[config.mk]
export PLATFORM = sky130hd
export DESIGN_NAME = pipe_control_top
export DESIGN_NICKNAME = d
export VERILOG_FILES = /design/src/source/isa_pkg.sv /design/src/source/pipe_pkg.sv /design/src/source/instr_decoder.sv /design/src/source/stage_slot.sv /design/src/source/hazard_detection_unit.sv /design/src/source/pipe_control_top.sv
export SDC_FILE = /design/constraint.sdc
export NUM_CORES = 1
export LEC_CHECK = 0
export BUFFER_PORTS_ARGS = -buffer_cell sky130_fd_sc_hd__buf_2
export CAP_MARGIN = 20
export CELL_PAD_IN_SITES_DETAIL_PLACEMENT = 1
export CELL_PAD_IN_SITES_GLOBAL_PLACEMENT = 1
export CORE_MARGIN = 2
export CORE_UTILIZATION = 35
export DETAILED_ROUTE_END_ITERATION = 10
export PLACE_DENSITY_LB_ADDON = 0.1
export SYNTH_ARGS = -nofsm -noshare
export SYNTH_HDL_FRONTEND = slang
export SYNTH_HIERARCHICAL = 1
export SYNTH_SLANG_ARGS = --single-unit
[constraint.sdc]
create_clock -name clk -period 6.7 [get_ports clk]
set_input_delay 1.34 -clock clk [delete_from_list [all_inputs] [get_ports clk]]
set_output_delay 1.34 -clock clk [all_outputs]
set_load 0.02 [all_outputs]
[src/source/isa_pkg.sv]
package isa_pkg;

  // ======================================
  // Major opcodes
  // ======================================
  localparam logic [6:0] OPC_LOAD    = 7'b0000011;
  localparam logic [6:0] OPC_LOAD_FP = 7'b0000111;
  localparam logic [6:0] OPC_OP      = 7'b0110011;
  localparam logic [6:0] OPC_OP_IMM  = 7'b0010011;
  localparam logic [6:0] OPC_OP_FP   = 7'b1010011;
  localparam logic [6:0] OPC_FMADD   = 7'b1000011;
  localparam logic [6:0] OPC_STORE   = 7'b0100011;
  localparam logic [6:0] OPC_SYSTEM  = 7'b1110011;

  // MUL, DIV and REM all share this funct7 inside OPC_OP
  localparam logic [6:0] FUNCT7_MULDIV = 7'b0000001;

  // Upper five bits of funct7 that pick the OP-FP operation
  localparam logic [4:0] FP5_SQRT    = 5'b01011;
  localparam logic [4:0] FP5_CMP     = 5'b10100;
  localparam logic [4:0] FP5_CVT_W_S = 5'b11000;
  localparam logic [4:0] FP5_CVT_S_W = 5'b11010;
  localparam logic [4:0] FP5_MV_X_W  = 5'b11100;
  localparam logic [4:0] FP5_MV_W_X  = 5'b11110;

  // FP exception flags, rounding mode, and the combined view of both
  localparam logic [11:0] CSR_FFLAGS = 12'h001;
  localparam logic [11:0] CSR_FRM    = 12'h002;
  localparam logic [11:0] CSR_FCSR   = 12'h003;

  // ======================================
  // Instruction word views
  // ======================================
  // R4-type is a superset of R-type, so funct7 is {rs3, fmt}
  typedef struct packed {
    logic [4:0] rs3;
    logic [1:0] fmt;
    logic [4:0] rs2;
    logic [4:0] rs1;
    logic [2:0] funct3;
    logic [4:0] rd;
    logic [6:0] opcode;
  } r4_view_t;

  // In the immediate CSR forms the rs1 field carries a 5-bit zero-extended value
  typedef struct packed {
    logic [11:0] csr_addr;
    logic [4:0]  rs1;
    logic [2:0]  funct3;
    logic [4:0]  rd;
    logic [6:0]  opcode;
  } csr_view_t;

  typedef union packed {
    r4_view_t  r4;
    csr_view_t csr;
  } instr_word_u;

endpackage

[src/source/pipe_pkg.sv]
package pipe_pkg;

  // ======================================
  // Micro-op descriptor
  // ======================================
  // Everything the hazard logic needs to know about one instruction.
  // Source fields that the instruction does not read stay zero
  typedef struct packed {
    logic       valid;
    // Integer destination, zero when the result goes to the FP file
    logic [4:0] rd;
    // FP destination, only meaningful together with writes_fp
    logic [4:0] fp_rd;
    logic [4:0] rs1;
    logic [4:0] rs2;
    // FP sources are only filled in for instructions that read the FP file.
    // Slots the instruction does not read repeat fp_rs1 because f0 is a real register
    logic [4:0] fp_rs1;
    logic [4:0] fp_rs2;
    logic [4:0] fp_rs3;
    logic       is_load;
    logic       is_fp_load;
    // Writes the FP register file
    logic       writes_fp;
    // Occupies the M unit for more than one cycle
    logic       is_muldiv;
    logic       is_csr;
    logic       writes_csr;
    // Touches fflags, frm or fcsr
    logic       fp_csr_access;
    logic       uses_fp_src;
  } uop_t;

  localparam uop_t UOP_INVALID = '0;

  // ======================================
  // Per-stage state seen by the hazard unit
  // ======================================
  typedef struct packed {
    uop_t uop;
    // No multi-cycle result is outstanding for the stored uop
    logic completed;
    // The stage keeps its contents across the next edge
    logic holding;
  } slot_state_t;

  // EX, MEM and WB
  localparam int NUM_SLOTS_DEFAULT = 3;

endpackage

[src/source/instr_decoder.sv]
module instr_decoder import isa_pkg::*, pipe_pkg::*; (
  input  logic        clk,
  input  instr_word_u instr,
  input  logic        instr_valid,
  input  logic        stall,
  output uop_t        id_uop,
  output uop_t        issue_uop
);

  logic [6:0] funct7;
  logic [4:0] fp_funct5;
  logic       csr_is_fp;

  // funct7 only exists in the R4 view, split across rs3 and fmt
  assign funct7    = {instr.r4.rs3, instr.r4.fmt};
  assign fp_funct5 = instr.r4.rs3;

  assign csr_is_fp = (instr.csr.csr_addr == CSR_FFLAGS) ||
                     (instr.csr.csr_addr == CSR_FRM) ||
                     (instr.csr.csr_addr == CSR_FCSR);

  // ======================================
  // Decode
  // ======================================
  always_comb begin
    id_uop       = UOP_INVALID;
    id_uop.valid = instr_valid;
    case (instr.r4.opcode)
      OPC_LOAD: begin
        id_uop.is_load = 1'b1;
        id_uop.rd      = instr.r4.rd;
        id_uop.rs1     = instr.r4.rs1;
      end
      OPC_LOAD_FP: begin
        // Address comes from the integer file, data goes to the FP file
        id_uop.is_fp_load = 1'b1;
        id_uop.writes_fp  = 1'b1;
        id_uop.fp_rd      = instr.r4.rd;
        id_uop.rs1        = instr.r4.rs1;
      end
      OPC_OP: begin
        id_uop.rd        = instr.r4.rd;
        id_uop.rs1       = instr.r4.rs1;
        id_uop.rs2       = instr.r4.rs2;
        id_uop.is_muldiv = (funct7 == FUNCT7_MULDIV);
      end
      OPC_OP_IMM: begin
        id_uop.rd  = instr.r4.rd;
        id_uop.rs1 = instr.r4.rs1;
      end
      OPC_STORE: begin
        id_uop.rs1 = instr.r4.rs1;
        id_uop.rs2 = instr.r4.rs2;
      end
      OPC_OP_FP: begin
        case (fp_funct5)
          FP5_CVT_S_W, FP5_MV_W_X: begin
            // Integer source moved into the FP file
            id_uop.rs1       = instr.r4.rs1;
            id_uop.writes_fp = 1'b1;
            id_uop.fp_rd     = instr.r4.rd;
          end
          FP5_CMP: begin
            // Compare reads two FP sources and writes an integer result
            id_uop.uses_fp_src = 1'b1;
            id_uop.fp_rs1      = instr.r4.rs1;
            id_uop.fp_rs2      = instr.r4.rs2;
            id_uop.fp_rs3      = instr.r4.rs1;
            id_uop.rd          = instr.r4.rd;
          end
          FP5_CVT_W_S, FP5_MV_X_W: begin
            // The rs2 field is a sub-opcode here and not a register
            id_uop.uses_fp_src = 1'b1;
            id_uop.fp_rs1      = instr.r4.rs1;
            id_uop.fp_rs2      = instr.r4.rs1;
            id_uop.fp_rs3      = instr.r4.rs1;
            id_uop.rd          = instr.r4.rd;
          end
          FP5_SQRT: begin
            id_uop.uses_fp_src = 1'b1;
            id_uop.fp_rs1      = instr.r4.rs1;
            id_uop.fp_rs2      = instr.r4.rs1;
            id_uop.fp_rs3      = instr.r4.rs1;
            id_uop.writes_fp   = 1'b1;
            id_uop.fp_rd       = instr.r4.rd;
          end
          default: begin
            // Two-operand arithmetic, sign injection, min and max
            id_uop.uses_fp_src = 1'b1;
            id_uop.fp_rs1      = instr.r4.rs1;
            id_uop.fp_rs2      = instr.r4.rs2;
            id_uop.fp_rs3      = instr.r4.rs1;
            id_uop.writes_fp   = 1'b1;
            id_uop.fp_rd       = instr.r4.rd;
          end
        endcase
      end
      OPC_FMADD: begin
        // The only format that reads a third FP source
        id_uop.uses_fp_src = 1'b1;
        id_uop.fp_rs1      = instr.r4.rs1;
        id_uop.fp_rs2      = instr.r4.rs2;
        id_uop.fp_rs3      = instr.r4.rs3;
        id_uop.writes_fp   = 1'b1;
        id_uop.fp_rd       = instr.r4.rd;
      end
      OPC_SYSTEM: begin
        // funct3 of zero is ECALL, EBREAK and friends, none of which touch a CSR
        if (instr.csr.funct3 != 3'b000) begin
          id_uop.is_csr        = 1'b1;
          id_uop.rd            = instr.csr.rd;
          id_uop.fp_csr_access = csr_is_fp;
          // Only the register forms read rs1
          if (!instr.csr.funct3[2]) begin
            id_uop.rs1 = instr.csr.rs1;
          end
          // Set and clear with a zero mask leave the CSR untouched
          id_uop.writes_csr = !(instr.csr.funct3[1] && (instr.csr.rs1 == 5'd0));
        end
      end
      default: begin
      end
    endcase
  end

  // A stalled or empty decode stage sends a bubble to EX
  assign issue_uop = (stall || !instr_valid) ? UOP_INVALID : id_uop;

  // The source keeps a stalled word on the inputs until decode takes it
  a_hold_word_on_stall: assert property (
    @(posedge clk) instr_valid && stall |=> instr_valid && $stable(instr)
  ) else $error("Instruction word changed while stalled");

endmodule

[src/source/stage_slot.sv]
module stage_slot import pipe_pkg::*; (
  input  logic        clk,
  input  logic        reset,
  input  uop_t        in_uop,
  input  logic        unit_done,
  output slot_state_t state,
  output uop_t        pass_uop
);

  uop_t uop_q;
  logic completed_q;
  logic holding;

  // ======================================
  // Occupancy
  // ======================================
  // An M op waits here until the unit reports done.
  // In the done cycle the slot lets go at once, so the stage behind it can move in
  assign holding = uop_q.valid && !completed_q && !unit_done;

  always_ff @(posedge clk) begin
    if (reset) begin
      uop_q       <= UOP_INVALID;
      completed_q <= 1'b0;
    end else if (!holding) begin
      uop_q       <= in_uop;
      // A fresh M op still owes its result, anything else is already complete
      completed_q <= !in_uop.is_muldiv;
    end
  end

  // ======================================
  // Outputs
  // ======================================
  always_comb begin
    state.uop       = uop_q;
    state.completed = completed_q;
    state.holding   = holding;
  end

  // Only finished work ever leaves a slot, so the multi-cycle mark is dropped
  // on the way out and later stages never wait for the unit again
  always_comb begin
    pass_uop           = uop_q;
    pass_uop.is_muldiv = 1'b0;
    if (holding) begin
      pass_uop = UOP_INVALID;
    end
  end

  // Nothing may be offered to a held slot, or the offered uop would be lost
  a_no_entry_while_holding: assert property (
    @(posedge clk) disable iff (reset)
    holding |-> !in_uop.valid
  ) else $error("Slot was offered a uop while holding");

endmodule

[src/source/hazard_detection_unit.sv]
module hazard_detection_unit import pipe_pkg::*; #(
  parameter int NUM_SLOTS = NUM_SLOTS_DEFAULT
) (
  input  uop_t                        id_uop,
  input  logic                        instr_valid,
  input  slot_state_t [NUM_SLOTS-1:0] slots,
  output logic                        stall,
  output logic                        bubble
);

  uop_t ex_uop;
  logic int_rs1_match;
  logic int_rs2_match;
  logic int_load_use;
  logic fp_src_match;
  logic fp_load_use;
  logic multi_cycle;
  logic csr_write_in_flight;
  logic fp_writer_in_flight;
  logic csr_raw;
  logic fp_flags;

  // Slot 0 is the EX stage
  assign ex_uop = slots[0].uop;

  // ======================================
  // Load-use
  // ======================================
  // x0 is hardwired, so a load into it never produces a dependency
  assign int_rs1_match = (ex_uop.rd == id_uop.rs1);
  assign int_rs2_match = (ex_uop.rd == id_uop.rs2);
  assign int_load_use  = ex_uop.valid && ex_uop.is_load && (ex_uop.rd != 5'd0) &&
                         (int_rs1_match || int_rs2_match);

  // The FP file has no zero register, so f0 counts like any other
  assign fp_src_match = (ex_uop.fp_rd == id_uop.fp_rs1) ||
                        (ex_uop.fp_rd == id_uop.fp_rs2) ||
                        (ex_uop.fp_rd == id_uop.fp_rs3);
  assign fp_load_use  = ex_uop.valid && ex_uop.is_fp_load && id_uop.uses_fp_src &&
                        fp_src_match;

  // ======================================
  // Multi-cycle occupancy
  // ======================================
  // EX is busy, so decode waits, but nothing needs a bubble because EX does not advance
  assign multi_cycle = slots[0].holding;

  // ======================================
  // CSR ordering
  // ======================================
  // Every stage counts, since the CSR file is only written at the end of the pipe
  always_comb begin
    csr_write_in_flight = 1'b0;
    fp_writer_in_flight = 1'b0;
    for (int k = 0; k < NUM_SLOTS; k++) begin
      csr_write_in_flight |= slots[k].uop.valid && slots[k].uop.writes_csr;
      fp_writer_in_flight |= slots[k].uop.valid && slots[k].uop.writes_fp;
    end
  end

  // Any write is enough, address matching would miss aliased CSRs
  assign csr_raw = id_uop.is_csr && csr_write_in_flight;

  // FP writers fold their flags in late, which would race a flags access in decode
  assign fp_flags = id_uop.fp_csr_access && fp_writer_in_flight;

  // ======================================
  // Stall and bubble
  // ======================================
  always_comb begin
    stall  = instr_valid &&
             (int_load_use || fp_load_use || multi_cycle || csr_raw || fp_flags);
    bubble = instr_valid &&
             (int_load_use || fp_load_use || csr_raw || fp_flags);
  end

endmodule

[src/source/pipe_control_top.sv]
module pipe_control_top import isa_pkg::*, pipe_pkg::*; #(
  parameter int NUM_SLOTS = NUM_SLOTS_DEFAULT
) (
  input  logic        clk,
  input  logic        reset,
  input  instr_word_u instr,
  input  logic        instr_valid,
  input  logic        unit_done,
  output logic        stall,
  output logic        bubble,
  output logic        retire_valid,
  output logic [4:0]  retire_rd,
  output logic        retire_fp
);

  uop_t                        id_uop;
  uop_t                        issue_uop;
  // Entry 0 feeds EX and entry k+1 is what slot k hands on
  uop_t        [NUM_SLOTS:0]   uop_chain;
  slot_state_t [NUM_SLOTS-1:0] slot_states;
  uop_t                        retire_uop;

  // The hold logic lives in slot 0 and retirement in the last slot, so they must differ
  if (NUM_SLOTS < 2) begin : g_bad_depth
    $error("pipe_control_top needs at least two stage slots");
  end

  instr_decoder instr_decoder_inst (
    .clk         (clk),
    .instr       (instr),
    .instr_valid (instr_valid),
    .stall       (stall),
    .id_uop      (id_uop),
    .issue_uop   (issue_uop)
  );

  // ======================================
  // Stage chain
  // ======================================
  assign uop_chain[0] = issue_uop;

  for (genvar k = 0; k < NUM_SLOTS; k++) begin : g_slot
    stage_slot stage_slot_inst (
      .clk       (clk),
      .reset     (reset),
      .in_uop    (uop_chain[k]),
      .unit_done (unit_done),
      .state     (slot_states[k]),
      .pass_uop  (uop_chain[k+1])
    );
  end

  hazard_detection_unit #(
    .NUM_SLOTS (NUM_SLOTS)
  ) hazard_detection_unit_inst (
    .id_uop      (id_uop),
    .instr_valid (instr_valid),
    .slots       (slot_states),
    .stall       (stall),
    .bubble      (bubble)
  );

  // ======================================
  // Retirement
  // ======================================
  // Whatever the last slot would hand on is the instruction that retires this cycle
  assign retire_uop   = uop_chain[NUM_SLOTS];
  assign retire_valid = retire_uop.valid;
  assign retire_fp    = retire_uop.valid && retire_uop.writes_fp;
  // Report the register in whichever file the result lands
  assign retire_rd    = retire_uop.writes_fp ? retire_uop.fp_rd : retire_uop.rd;

endmodule

==> impl_results.md, run 1 <==
- Result of the run: finished, final reports clean
- Switching Fraction: 0.248
- Number of global-route vias before repair: 2746
- Number of maximum-capacitance violations: 0
- Share of total power in the clock network: 0.371
- Internal power: 407 uW
- Wire length of the first global-routing pass: 14.3 mm
- Count of inserted antenna diode cells: 0
- Die height: 105 um
- Max Buffers Root-to-Sink: 2
- Skew final: 0.00543 ns
- Overall track demand over capacity in global routing: 0.161
- Worst-case hold path end point: g_slot[1].stage_slot_inst/state[35]
- Worst reg2reg path depth: 8
- Met2 routing resource usage after global routing: 0.279
- Post-route DRC violation count: 0
- Number of clock sinks seen by CTS: 44
- Weighted congestion reported at the end of routability-driven placement: 0.860
- Antenna violation net count after detailed routing: 0
- Post-CTS clock slew at the launch and capture registers of the worst setup and hold paths: 0.08 ns
- Post-CTS Setup Bufs: 0
- Detailed-route vias per instance: 4.86
- Setup total negative slack: 0 ns
- Antenna violations before repair: 0
- Start point of the worst min-delay path: g_slot[1].stage_slot_inst/state[35]
- Post-layout minimum cycle time: 5.12 ns
- Actual transition at the worst max-transition pin: 0.660 ns
- Synthesis Warnings: 6
- Number of endpoints failing setup at the final stage: 0
- Maximum number of pins on one net before global-route repair: 83
- Type of the worst min-delay path: reg2reg
- Clk Tree Root Cell: sky130_fd_sc_hd__clkbuf_8
- Remaining Overflow, GRT: 0
- Buffers added on ports: 44
- Initial Util: 0.364
- Worst reg2reg setup slack: 4.30 ns
- Gate count after technology mapping: 435
- Global Route met3 Usage: 0.0179
- Area enclosed by the die boundary: 11100 um^2
- Later-pin clock latency in the skew report: 0.29 ns
- Total of hold buffers inserted after clock tree synthesis: 0
- Part of the power in registers: 0.493
- Static leakage power: 0.00142 uW
- Number of resized instances in the post-cts repair step: 0
- Die span in x: 105 um
- Part of the power in combinational logic: 0.136
- Fmax achieved: 195 MHz
- CP Max Fanout: 11
- Clock tree from TritonCTS: yes
- Area Growth Syn to Fin: 7.39%
- Share of the cycle needed by the critical path after routing: 0.765
- Number of buffers added by the clock tree synthesis step: 5
- Cell area after synthesis: 3590 um^2
- Layout cells sized above 1: 0.183
- Launching point of the worst reg2reg path: g_slot[0].stage_slot_inst/state[42]
- Sum of routed wire length over all layers: 8.70 mm
- R2R Path End: g_slot[0].stage_slot_inst/state[41]
- Final hold viol count: 0
- Met1 Usage GRT: 0.209
- Net load switching power: 134 uW
- Power Dens Cells: 141 nW/um^2
- Number of pins exceeding their max-slew limit in the final report: 0
- Core Util, Final: 0.391
- Post-DP HPWL: 6.69 mm
- Critical setup path kind: in2out
- Synthesized area per cell: 8.25 um^2
- Ports placed on the boundary: 45
- Critical path capture point type: output port
- Data required time at the worst endpoint: 5.36 ns
- Wire per inst: 15.2 um
- Worst rel slew slack: 0.557
- # rows: 36
- Via count of the routed design: 2775
- Number of detailed-routing iterations run before antenna repair: 4
- Count of routing violations after the opening detailed-route iteration: 71
- Net count, final: 473
- Worst Hold Depth: 2
- Setup repair after global routing missed its margin: false
- Area of the core: 9860 um^2
- Most utilized layer in the global route result: met2
- Number of levels the H-tree was split into: 2
- Synth Net Count: 471
- Data arrival time of the critical path: 3.78 ns
- VDD IR max: 0.0678 mV
- Critical Path Start Type: input port
## flip-flops by register name (all words and copies together) (netlist names)
| signal | flops |
|---|---|
| g_slot.stage_slot_inst/completed_q | 3 |
| g_slot.stage_slot_inst/state | 41 |
## worst max-delay path by stage
stage	startpoint	end	slack (ns)	depth (start not counted)
6_report	instr[28]	stall	1.58	11
5_1_grt	instr[28]	stall	1.39	11
4_1_cts	instr[28]	stall	1.60	11
3_5_place_dp	instr[28]	stall	1.59	11
3_3_place_gp	instr[28]	stall	1.66	11
2_1_floorplan	instr[2]	stall	2.07	10
## metrics by stage
step                      power, uW  area, um^2  hold slack [ns]  std cells  setup WS, ns
after floorplan                 323        3590            0.447        435          2.07
final                           541        3850            0.473        571          1.58
after CTS                       551        3830            0.477        570          1.60
after global placement          346        3720            0.456        562          1.66
after detailed placement        346        3720            0.463        562          1.59
after global routing            567        3850            0.493        571          1.39
## critical path, cell delays in order
cell	delay, ns
sky130_fd_sc_hd__buf_2	0.18
sky130_fd_sc_hd__nand4bb_1	0.35
sky130_fd_sc_hd__a2111oi_4	0.61
sky130_fd_sc_hd__nand2_1	0.10
sky130_fd_sc_hd__a21oi_1	0.20
sky130_fd_sc_hd__xnor2_1	0.14
sky130_fd_sc_hd__nand3_1	0.09
sky130_fd_sc_hd__o22ai_1	0.15
sky130_fd_sc_hd__o2111ai_1	0.22
sky130_fd_sc_hd__a31oi_1	0.20
sky130_fd_sc_hd__buf_2	0.19
## routing by layer
metal	part of all wire	wire [um]
met1	0.49	4240
met3	0.025	220
met5	0	0
met4	0.014	120
met2	0.47	4130
## power groups by stage
| stage | logic (uW) | clock network, uW | registers [uW] |
|---|---|---|---|
| 4_1_cts | 73.4 | 211 | 267 |
| 2_1_floorplan | 51.4 | 0 | 272 |
| 6_report | 73.7 | 201 | 267 |
| 5_1_grt | 81.0 | 219 | 267 |
| 3_5_place_dp | 73.3 | 0 | 273 |
| 3_3_place_gp | 72.9 | 0 | 273 |
## cell type report
class / count / area, um^2
Clock buffer: 6 / 72.6
Clock inverter: 2 / 35.0
Fill cell: 1178 / 6010
Inverter: 10 / 37.5
Multi-Input combinational cell: 328 / 2400
Sequential cell: 44 / 881
Tap cell: 133 / 166
Timing Repair Buffer: 48 / 263
## placed cells by master, fill, tap and decap left out, types with 7 or more instances in the layout
cell type	instances
sky130_fd_sc_hd__and3_1	7
sky130_fd_sc_hd__nand2b_1	84
sky130_fd_sc_hd__nor2b_1	37
sky130_fd_sc_hd__nand2_1	17
sky130_fd_sc_hd__dfxtp_1	44
sky130_fd_sc_hd__and4_1	7
sky130_fd_sc_hd__mux2i_1	38
sky130_fd_sc_hd__inv_1	9
sky130_fd_sc_hd__xnor2_1	23
sky130_fd_sc_hd__nor2_1	15
sky130_fd_sc_hd__and2_1	12
sky130_fd_sc_hd__buf_2	44
No activity file was read; power rests on OpenSTA's default activity.
==> run 2: changes to the inputs <==
==> constraint.sdc (replaced) <==
create_clock -name clk -period 4.69 [get_ports clk]
set_input_delay 0.938 -clock clk [delete_from_list [all_inputs] [get_ports clk]]
set_output_delay 0.938 -clock clk [all_outputs]
set_load 0.02 [all_outputs]
==> run 2 against run 1 <==
- count of clock-buffer cells in the layout is 2 higher
- cell count unchanged
- wire length rose by 0.17%
- sequential share of layout area grew 0.13 points
- highest routed layer unchanged
- global-route usage about the same
==> impl_results.md, run 2 (synthesized netlist as in run 1, its figures left out) <==
- Antenna violations before repair: 0 (unchanged)
- Met1 Usage GRT: 0.213 (was 0.209)
- Actual transition at the worst max-transition pin: 1.01 ns (was 0.660 ns)
- Post-CTS clock slew at the launch and capture registers of the worst setup and hold paths: 0.08 ns (about the same)
- Placed standard-cell area: 3720 um^2 (unchanged)
- Sum of routed wire length over all layers: 8.72 mm (was 8.70 mm)
- Number of resized instances in the post-cts repair step: 0 (unchanged)
- Result of the run: finished, final reports clean (unchanged)
- Final hold viol count: 0 (unchanged)
- Most common library cell in the layout ignoring fill and taps: sky130_fd_sc_hd__nand2b_1 (unchanged)
- Design area: 3830 um^2 (was 3850 um^2)
- Later-pin clock latency in the skew report: 0.29 ns (about the same)
- Worst rel slew slack: 0.327 (was 0.557)
- Part of the power in registers: 0.522 (was 0.493)
- Number of maximum-capacitance violations: 0 (unchanged)
- Setup total negative slack: 0 ns (unchanged)
- # rows: 36 (unchanged)
- Clk Tree Root Cell: sky130_fd_sc_hd__clkbuf_8 (unchanged)
- Total of fill cells in the finished design: 1184 (was 1178)
- Critical path capture point type: output port (unchanged)
- Data required time at the worst endpoint: 3.75 ns (was 5.36 ns)
- Detailed-route vias per instance: 4.87 (was 4.86)
- Total of hold buffers inserted after clock tree synthesis: 0 (unchanged)
- Antenna violation net count after detailed routing: 0 (unchanged)
- Critical Path Start Type: input port (unchanged)
- Area enclosed by the die boundary: 11100 um^2 (unchanged)
- Post-CTS Setup Bufs: 0 (unchanged)
- Internal power: 543 uW (was 407 uW)
- Most frequent cells in the layout: sky130_fd_sc_hd__nand2b_1 (84), sky130_fd_sc_hd__dfxtp_1 (44), sky130_fd_sc_hd__buf_2 (44) (unchanged)
- R2R Path End: g_slot[0].stage_slot_inst/state[41] (unchanged)
- Maximum number of pins on one net before global-route repair: 83 (unchanged)
- Number of endpoints failing setup at the final stage: 0 (unchanged)
- Net load switching power: 187 uW (was 134 uW)
- Post-DP HPWL: 6.75 mm (was 6.69 mm)
- Most utilized layer in the global route result: met2 (unchanged)
- Global Route met3 Usage: 0.0155 (was 0.0179)
- Die span in x: 105 um (unchanged)
- Met2 routing resource usage after global routing: 0.282 (was 0.279)
- Final std cells w/o fill: 571 (unchanged)
- Data arrival time of the critical path: 3.40 ns (was 3.78 ns)
- Part of the power in combinational logic: 0.144 (was 0.136)
- Skew final: 0.00411 ns (was 0.00543 ns)
- Number of pins exceeding their max-slew limit in the final report: 0 (unchanged)
- Layout cells sized above 1: 0.180 (was 0.183)
- Power Dens Cells: 191 nW/um^2 (was 141 nW/um^2)
- Via count of the routed design: 2778 (was 2775)
- Post-layout minimum cycle time: 4.34 ns
- Switching Fraction: 0.256 (was 0.248)
- Count of inserted antenna diode cells: 0 (unchanged)
- Net count, final: 473 (unchanged)
- Buffers added on ports: 44 (unchanged)
- Initial Util: 0.364 (unchanged)
- Critical setup path kind: in2out (unchanged)
- CP Max Fanout: 11 (unchanged)
- Launching point of the worst reg2reg path: g_slot[0].stage_slot_inst/state[42] (unchanged)
- Static leakage power: 0.00141 uW (was 0.00142 uW)
- Weighted congestion reported at the end of routability-driven placement: 0.863 (was 0.860)
- Share of total power in the clock network: 0.334 (was 0.371)
- Remaining Overflow, GRT: 0 (unchanged)
- Worst reg2reg setup slack: 2.26 ns (was 4.30 ns)
- Number of global-route vias before repair: 2779 (was 2746)
- Start point of the worst min-delay path: g_slot[1].stage_slot_inst/state[42] (was g_slot[1].stage_slot_inst/state[35])
- Worst reg2reg path depth: 8 (unchanged)
- VDD IR max: 0.0986 mV (was 0.0678 mV)
- Max Buffers Root-to-Sink: 2 (unchanged)
- Number of levels the H-tree was split into: 2 (unchanged)
- Setup repair after global routing missed its margin: false (unchanged)
- Clock tree from TritonCTS: yes (unchanged)
- Fmax achieved: 231 MHz
- Wire length of the first global-routing pass: 14.4 mm (was 14.3 mm)
- Share of the cycle needed by the critical path after routing: 0.925
- Count of routing violations after the opening detailed-route iteration: 116 (was 71)
- Largest register FFs: 41 (unchanged)
- Wire per inst: 15.3 um (was 15.2 um)
- Die height: 105 um (unchanged)
- Area Growth Syn to Fin: 6.77% (was 7.39%)
- Type of the worst min-delay path: reg2reg (unchanged)
- Worst Hold Depth: 2 (unchanged)
- Overall track demand over capacity in global routing: 0.162 (was 0.161)
- Worst-case hold path end point: g_slot[1].stage_slot_inst/state[42] (was g_slot[1].stage_slot_inst/state[35])
- Area of the core: 9860 um^2 (unchanged)
- Ports placed on the boundary: 45 (unchanged)
- Post-route DRC violation count: 0 (unchanged)
- Number of detailed-routing iterations run before antenna repair: 4 (unchanged)
- Number of clock sinks seen by CTS: 44 (unchanged)
- Number of buffers added by the clock tree synthesis step: 5 (unchanged)
- Placed Cells incl. Taps: 562 (unchanged)
[run 2: cell types whose count changed in the layout (fill, tap and decap cells not counted), sizes merged]
cell / before / now
clkbuf: 6 / 8
bufinv: 1 / 0
clkinv: 1 / 0
[run 2: power by group through the flow]
stage | sequential [uW] | combinational [uW] | clock (uW)
floorplan | 388 | 73.5 | 0
global route | 382 | 115 | 273
finish | 381 | 105 | 244
global placement | 390 | 104 | 0
CTS | 381 | 105 | 255
detailed placement | 390 | 105 | 0
[run 2: how the worst max path moves through the flow]
stage              start    end  slack [ns]  cells past startpoint
6_report       instr[28]  stall        0.35                     11
5_1_grt        instr[28]  stall        0.09                     11
4_1_cts        instr[28]  stall        0.34                     11
3_5_place_dp   instr[28]  stall        0.36                     11
3_3_place_gp   instr[28]  stall        0.45                     11
2_1_floorplan   instr[2]  stall        0.87                     10
[run 2: area by class of cell]
cell class / instances / area, um^2 / share of cell area
clock buffer: 8 / 90.1 / 0.0235
multi-input combinational: 328 / 2400 / 0.626
sequential: 44 / 881 / 0.230
timing repair buffer: 48 / 258 / 0.0673
tap: 133 / 166 / 0.0434
inverter: 10 / 37.5 / 0.00980
[run 2: critical path: stages]
cell                        delay, ns
sky130_fd_sc_hd__buf_2           0.19
sky130_fd_sc_hd__nand4bb_1       0.36
sky130_fd_sc_hd__a2111oi_4       0.60
sky130_fd_sc_hd__nand2_1         0.11
sky130_fd_sc_hd__a21oi_1         0.20
sky130_fd_sc_hd__xnor2_1         0.14
sky130_fd_sc_hd__nand3_1         0.10
sky130_fd_sc_hd__o22ai_1         0.15
sky130_fd_sc_hd__o2111ai_1       0.21
sky130_fd_sc_hd__a31oi_1         0.20
sky130_fd_sc_hd__buf_2           0.19
[run 2: per-stage QoR]
| stage | total power [uW] | utilization | hold WS [ns] | worst slack, ns |
|---|---|---|---|---|
| 2_1_floorplan | 461 | - | 0.447 | 0.868 |
| 3_3_place_gp | 494 | 0.378 | 0.456 | 0.452 |
| 3_5_place_dp | 495 | 0.378 | 0.464 | 0.365 |
| 4_1_cts | 742 | 0.387 | 0.477 | 0.340 |
| 5_1_grt | 770 | 0.388 | 0.498 | 0.0890 |
| 6_report | 730 | 0.388 | 0.472 | 0.354 |
[run 2: routing by layer]
metal | up-vias | routed length, um
met1 | 1276 | 4170
met2 | 49 | 4230
met4 | 0 | 104
li1 | 1446 | -
met5 | - | 0
met3 | 7 | 211
==> run 3: changes to the inputs <==
--- a/config.mk
+++ b/config.mk
@@ -10,7 +10,7 @@
 export CELL_PAD_IN_SITES_DETAIL_PLACEMENT = 1
 export CELL_PAD_IN_SITES_GLOBAL_PLACEMENT = 1
 export CORE_MARGIN = 2
-export CORE_UTILIZATION = 35
+export CORE_UTILIZATION = 30
 export DETAILED_ROUTE_END_ITERATION = 10
 export PLACE_DENSITY_LB_ADDON = 0.1
 export SYNTH_ARGS = -nofsm -noshare
==> run 3 against run 2 <==
- die area up 16%
- core utilization down 4.8 points
- via count up 1.3%
- fmax down 2.6%
- design area up 2.9%
- sequential share of layout area down 0.64 points
- register-to-register slack worse by 0.05 ns
- count of clock-buffer cells in the layout down 3
- non-clock buffer count up 1
- sequential cell count unchanged
==> impl_results.md, run 3 (synthesized netlist as in run 1, its figures left out) <==
- Final std cells w/o fill: 582 (was 571)
- Met1 wire length: 4.35 mm (was 4.17 mm)
- Post-CTS clock slew at the launch and capture registers of the worst setup and hold paths: 0.06 ns (was 0.08 ns)
- Most frequent cells in the layout: sky130_fd_sc_hd__nand2b_1 (84), sky130_fd_sc_hd__dfxtp_1 (44), sky130_fd_sc_hd__buf_2 (44) (unchanged)
- Critical path capture point type: output port (unchanged)
- Antenna violation net count after detailed routing: 0 (unchanged)
- Cell class contributing the biggest share of worst-path delay: compound AO/OA/AOI/OAI gates (unchanged)
- Ports placed on the boundary: 45 (unchanged)
- Type of the worst min-delay path: reg2reg (unchanged)
- Final hold viol count: 0 (unchanged)
- Maximum number of pins on one net before global-route repair: 83 (unchanged)
- Initial Util: 0.310 (was 0.364)
- Worst reg2reg path depth: 8 (unchanged)
- Critical Path Start Type: input port (unchanged)
- Total stage count of the critical path: 11 (unchanged)
- Via count of the routed design: 2814 (was 2778)
- Setup repair after global routing missed its margin: false (unchanged)
- Post-Place Worst Slack: 0.301 ns (was 0.365 ns)
- CP Buf/Inv Count: 2 (unchanged)
- Power Dens Cells: 224 nW/um^2 (was 191 nW/um^2)
- Critical Path Max Stage Delay: 0.62 ns (was 0.60 ns)
- Area Growth Syn to Fin: 9.84% (was 6.77%)
- Detailed-route vias per instance: 4.84 (was 4.87)
- Worst rel slew slack: 0.595 (was 0.327)
- Number of maximum-capacitance violations: 0 (unchanged)
- CP Max Fanout: 11 (unchanged)
- Layout cells sized above 1: 0.187 (was 0.180)
- Area of the core: 11600 um^2 (was 9860 um^2)
- Post-layout minimum cycle time: 4.45 ns (was 4.34 ns)
- Wire length of the first global-routing pass: 15.0 mm (was 14.4 mm)
- Number of resized instances in the post-cts repair step: 0 (unchanged)
- Setup total negative slack: 0 ns (unchanged)
- Most used cell, CP: sky130_fd_sc_hd__buf_2 (unchanged)
- Later-pin clock latency in the skew report: 0.28 ns (was 0.29 ns)
- Actual transition at the worst max-transition pin: 0.604 ns (was 1.01 ns)
- Placed Cells incl. Taps: 572 (was 562)
- Post-CTS Setup Bufs: 0 (unchanged)
- Post-DP HPWL: 7.07 mm (was 6.75 mm)
- Number of global-route vias before repair: 2854 (was 2779)
- Post-route DRC violation count: 0 (unchanged)
- Critical setup path kind: in2out (unchanged)
- Data arrival time of the critical path: 3.51 ns (was 3.40 ns)
- Number of pins exceeding their max-slew limit in the final report: 0 (unchanged)
- Met3 Routed Length: 174 um (was 211 um)
- Fmax achieved: 225 MHz (was 231 MHz)
- Antenna violations before repair: 0 (unchanged)
- Total of hold buffers inserted after clock tree synthesis: 0 (unchanged)
- Largest register FFs: 41 (unchanged)
- Number of endpoints failing setup at the final stage: 0 (unchanged)
- Result of the run: finished, final reports clean (unchanged)
- Die span in x: 113 um (was 105 um)
- Share of the cycle needed by the critical path after routing: 0.949 (was 0.925)
- Most common library cell in the layout ignoring fill and taps: sky130_fd_sc_hd__nand2b_1 (unchanged)
- Worst Hold Depth: 2 (unchanged)
- Clk Tree Root Cell: sky130_fd_sc_hd__clkbuf_16 (was sky130_fd_sc_hd__clkbuf_8)
- Number of detailed-routing iterations run before antenna repair: 4 (unchanged)
- Total met2 wirelength after detailed routing: 4.49 mm (was 4.23 mm)
- Weighted congestion reported at the end of routability-driven placement: 0.830 (was 0.863)
- Count of inserted antenna diode cells: 0 (unchanged)
- Clock tree from TritonCTS: yes (unchanged)
- Remaining Overflow, GRT: 0 (unchanged)
- Number of clock sinks seen by CTS: 44 (unchanged)
- Max Buffers Root-to-Sink: 2 (unchanged)
- Cells along the critical path: buf_2 -> nand4bb_1 -> a2111oi_4 -> nand2_1 -> a21oi_1 -> xnor2_1 -> nand3_1 -> o22ai_1 -> o2111ai_1 -> a31oi_1 -> buf_2 (unchanged)
- Die height: 113 um (was 105 um)
- # rows: 39 (was 36)
- Overall track demand over capacity in global routing: 0.146 (was 0.162)
- Count of routing violations after the opening detailed-route iteration: 101 (was 116)
- Design area: 3940 um^2 (was 3830 um^2)
- VDD IR max: 0.117 mV (was 0.0986 mV)
- CP max stage cell: sky130_fd_sc_hd__a2111oi_4 (unchanged)
- Worst path setup slack after routing: 0.240 ns (was 0.354 ns)
- Data required time at the worst endpoint: 3.75 ns (about the same)
- Wire per inst: 15.6 um (was 15.3 um)
- Net count, final: 474 (was 473)
- Static leakage power: 0.00145 uW (was 0.00141 uW)
- Buffers added on ports: 44 (unchanged)
- Skew final: 0.00510 ns (was 0.00411 ns)
- Sum of routed wire length over all layers: 9.08 mm (was 8.72 mm)
- Area enclosed by the die boundary: 12800 um^2 (was 11100 um^2)
- Top Metal Used: met4 (unchanged)
- Number of buffers added by the clock tree synthesis step: 5 (unchanged)
- Number of levels the H-tree was split into: 2 (unchanged)
- Placed standard-cell area: 3740 um^2 (was 3720 um^2)
[run 3: path summary, 6_finish.rpt]
kind                                       startpoint                             endpoint  slack [ns]
setup / recovery                            instr[28]                                stall        0.24
hold / removal    g_slot[1].stage_slot_inst/state[35]  g_slot[1].stage_slot_inst/state[35]        0.47
setup reg to reg  g_slot[0].stage_slot_inst/state[42]  g_slot[0].stage_slot_inst/state[44]        2.21
hold reg to reg   g_slot[1].stage_slot_inst/state[35]  g_slot[1].stage_slot_inst/state[35]        0.47
[run 3: power by group]
group / total [uW] / leakage (uW) / internal (uW) / switching [uW]
sequential: 382 / 0.000356 / 377 / 4.56
clock: 394 / 0.0000798 / 250 / 144
combinational: 107 / 0.00102 / 47.2 / 60.0
total: 883 / 0.00145 / 675 / 208
[run 3: layout make-up]
type	instances	area [um^2]
inverter	10	37.5
multi-input combinational	328	2400
clock inverter	3	42.5
sequential	44	881
fill	1365	7620
clock buffer	5	125
tap	143	179
timing repair buffer	49	278
[run 3: per-stage QoR]
step,total power [uW],hold WS (ns),utilization
floorplan,461,0.447,-
global placement,496,0.456,0.323
detailed placement,496,0.464,0.323
CTS,903,0.476,0.338
global route,925,0.492,0.341
finish,883,0.469,0.341
[run 3: per-layer routing]
metal | GRT usage | up-vias
li1 | - | 1442
met1 | 0.190 | 1328
met2 | 0.261 | 42
met3 | 0.0139 | 2
met4 | 0.0358 | 0
met5 | 0 | -
[run 3: worst register-to-register path, stage by stage, from the launching register on]
cell and delay [ns]:
sky130_fd_sc_hd__dfxtp_1 0.37, sky130_fd_sc_hd__or4_1 0.54, sky130_fd_sc_hd__o2111ai_1 0.35, sky130_fd_sc_hd__a31oi_1 0.20, sky130_fd_sc_hd__nand2b_1 0.18, sky130_fd_sc_hd__inv_1 0.28
sky130_fd_sc_hd__and4_1 0.29, sky130_fd_sc_hd__nand2b_1 0.06, sky130_fd_sc_hd__mux2i_1 0.12
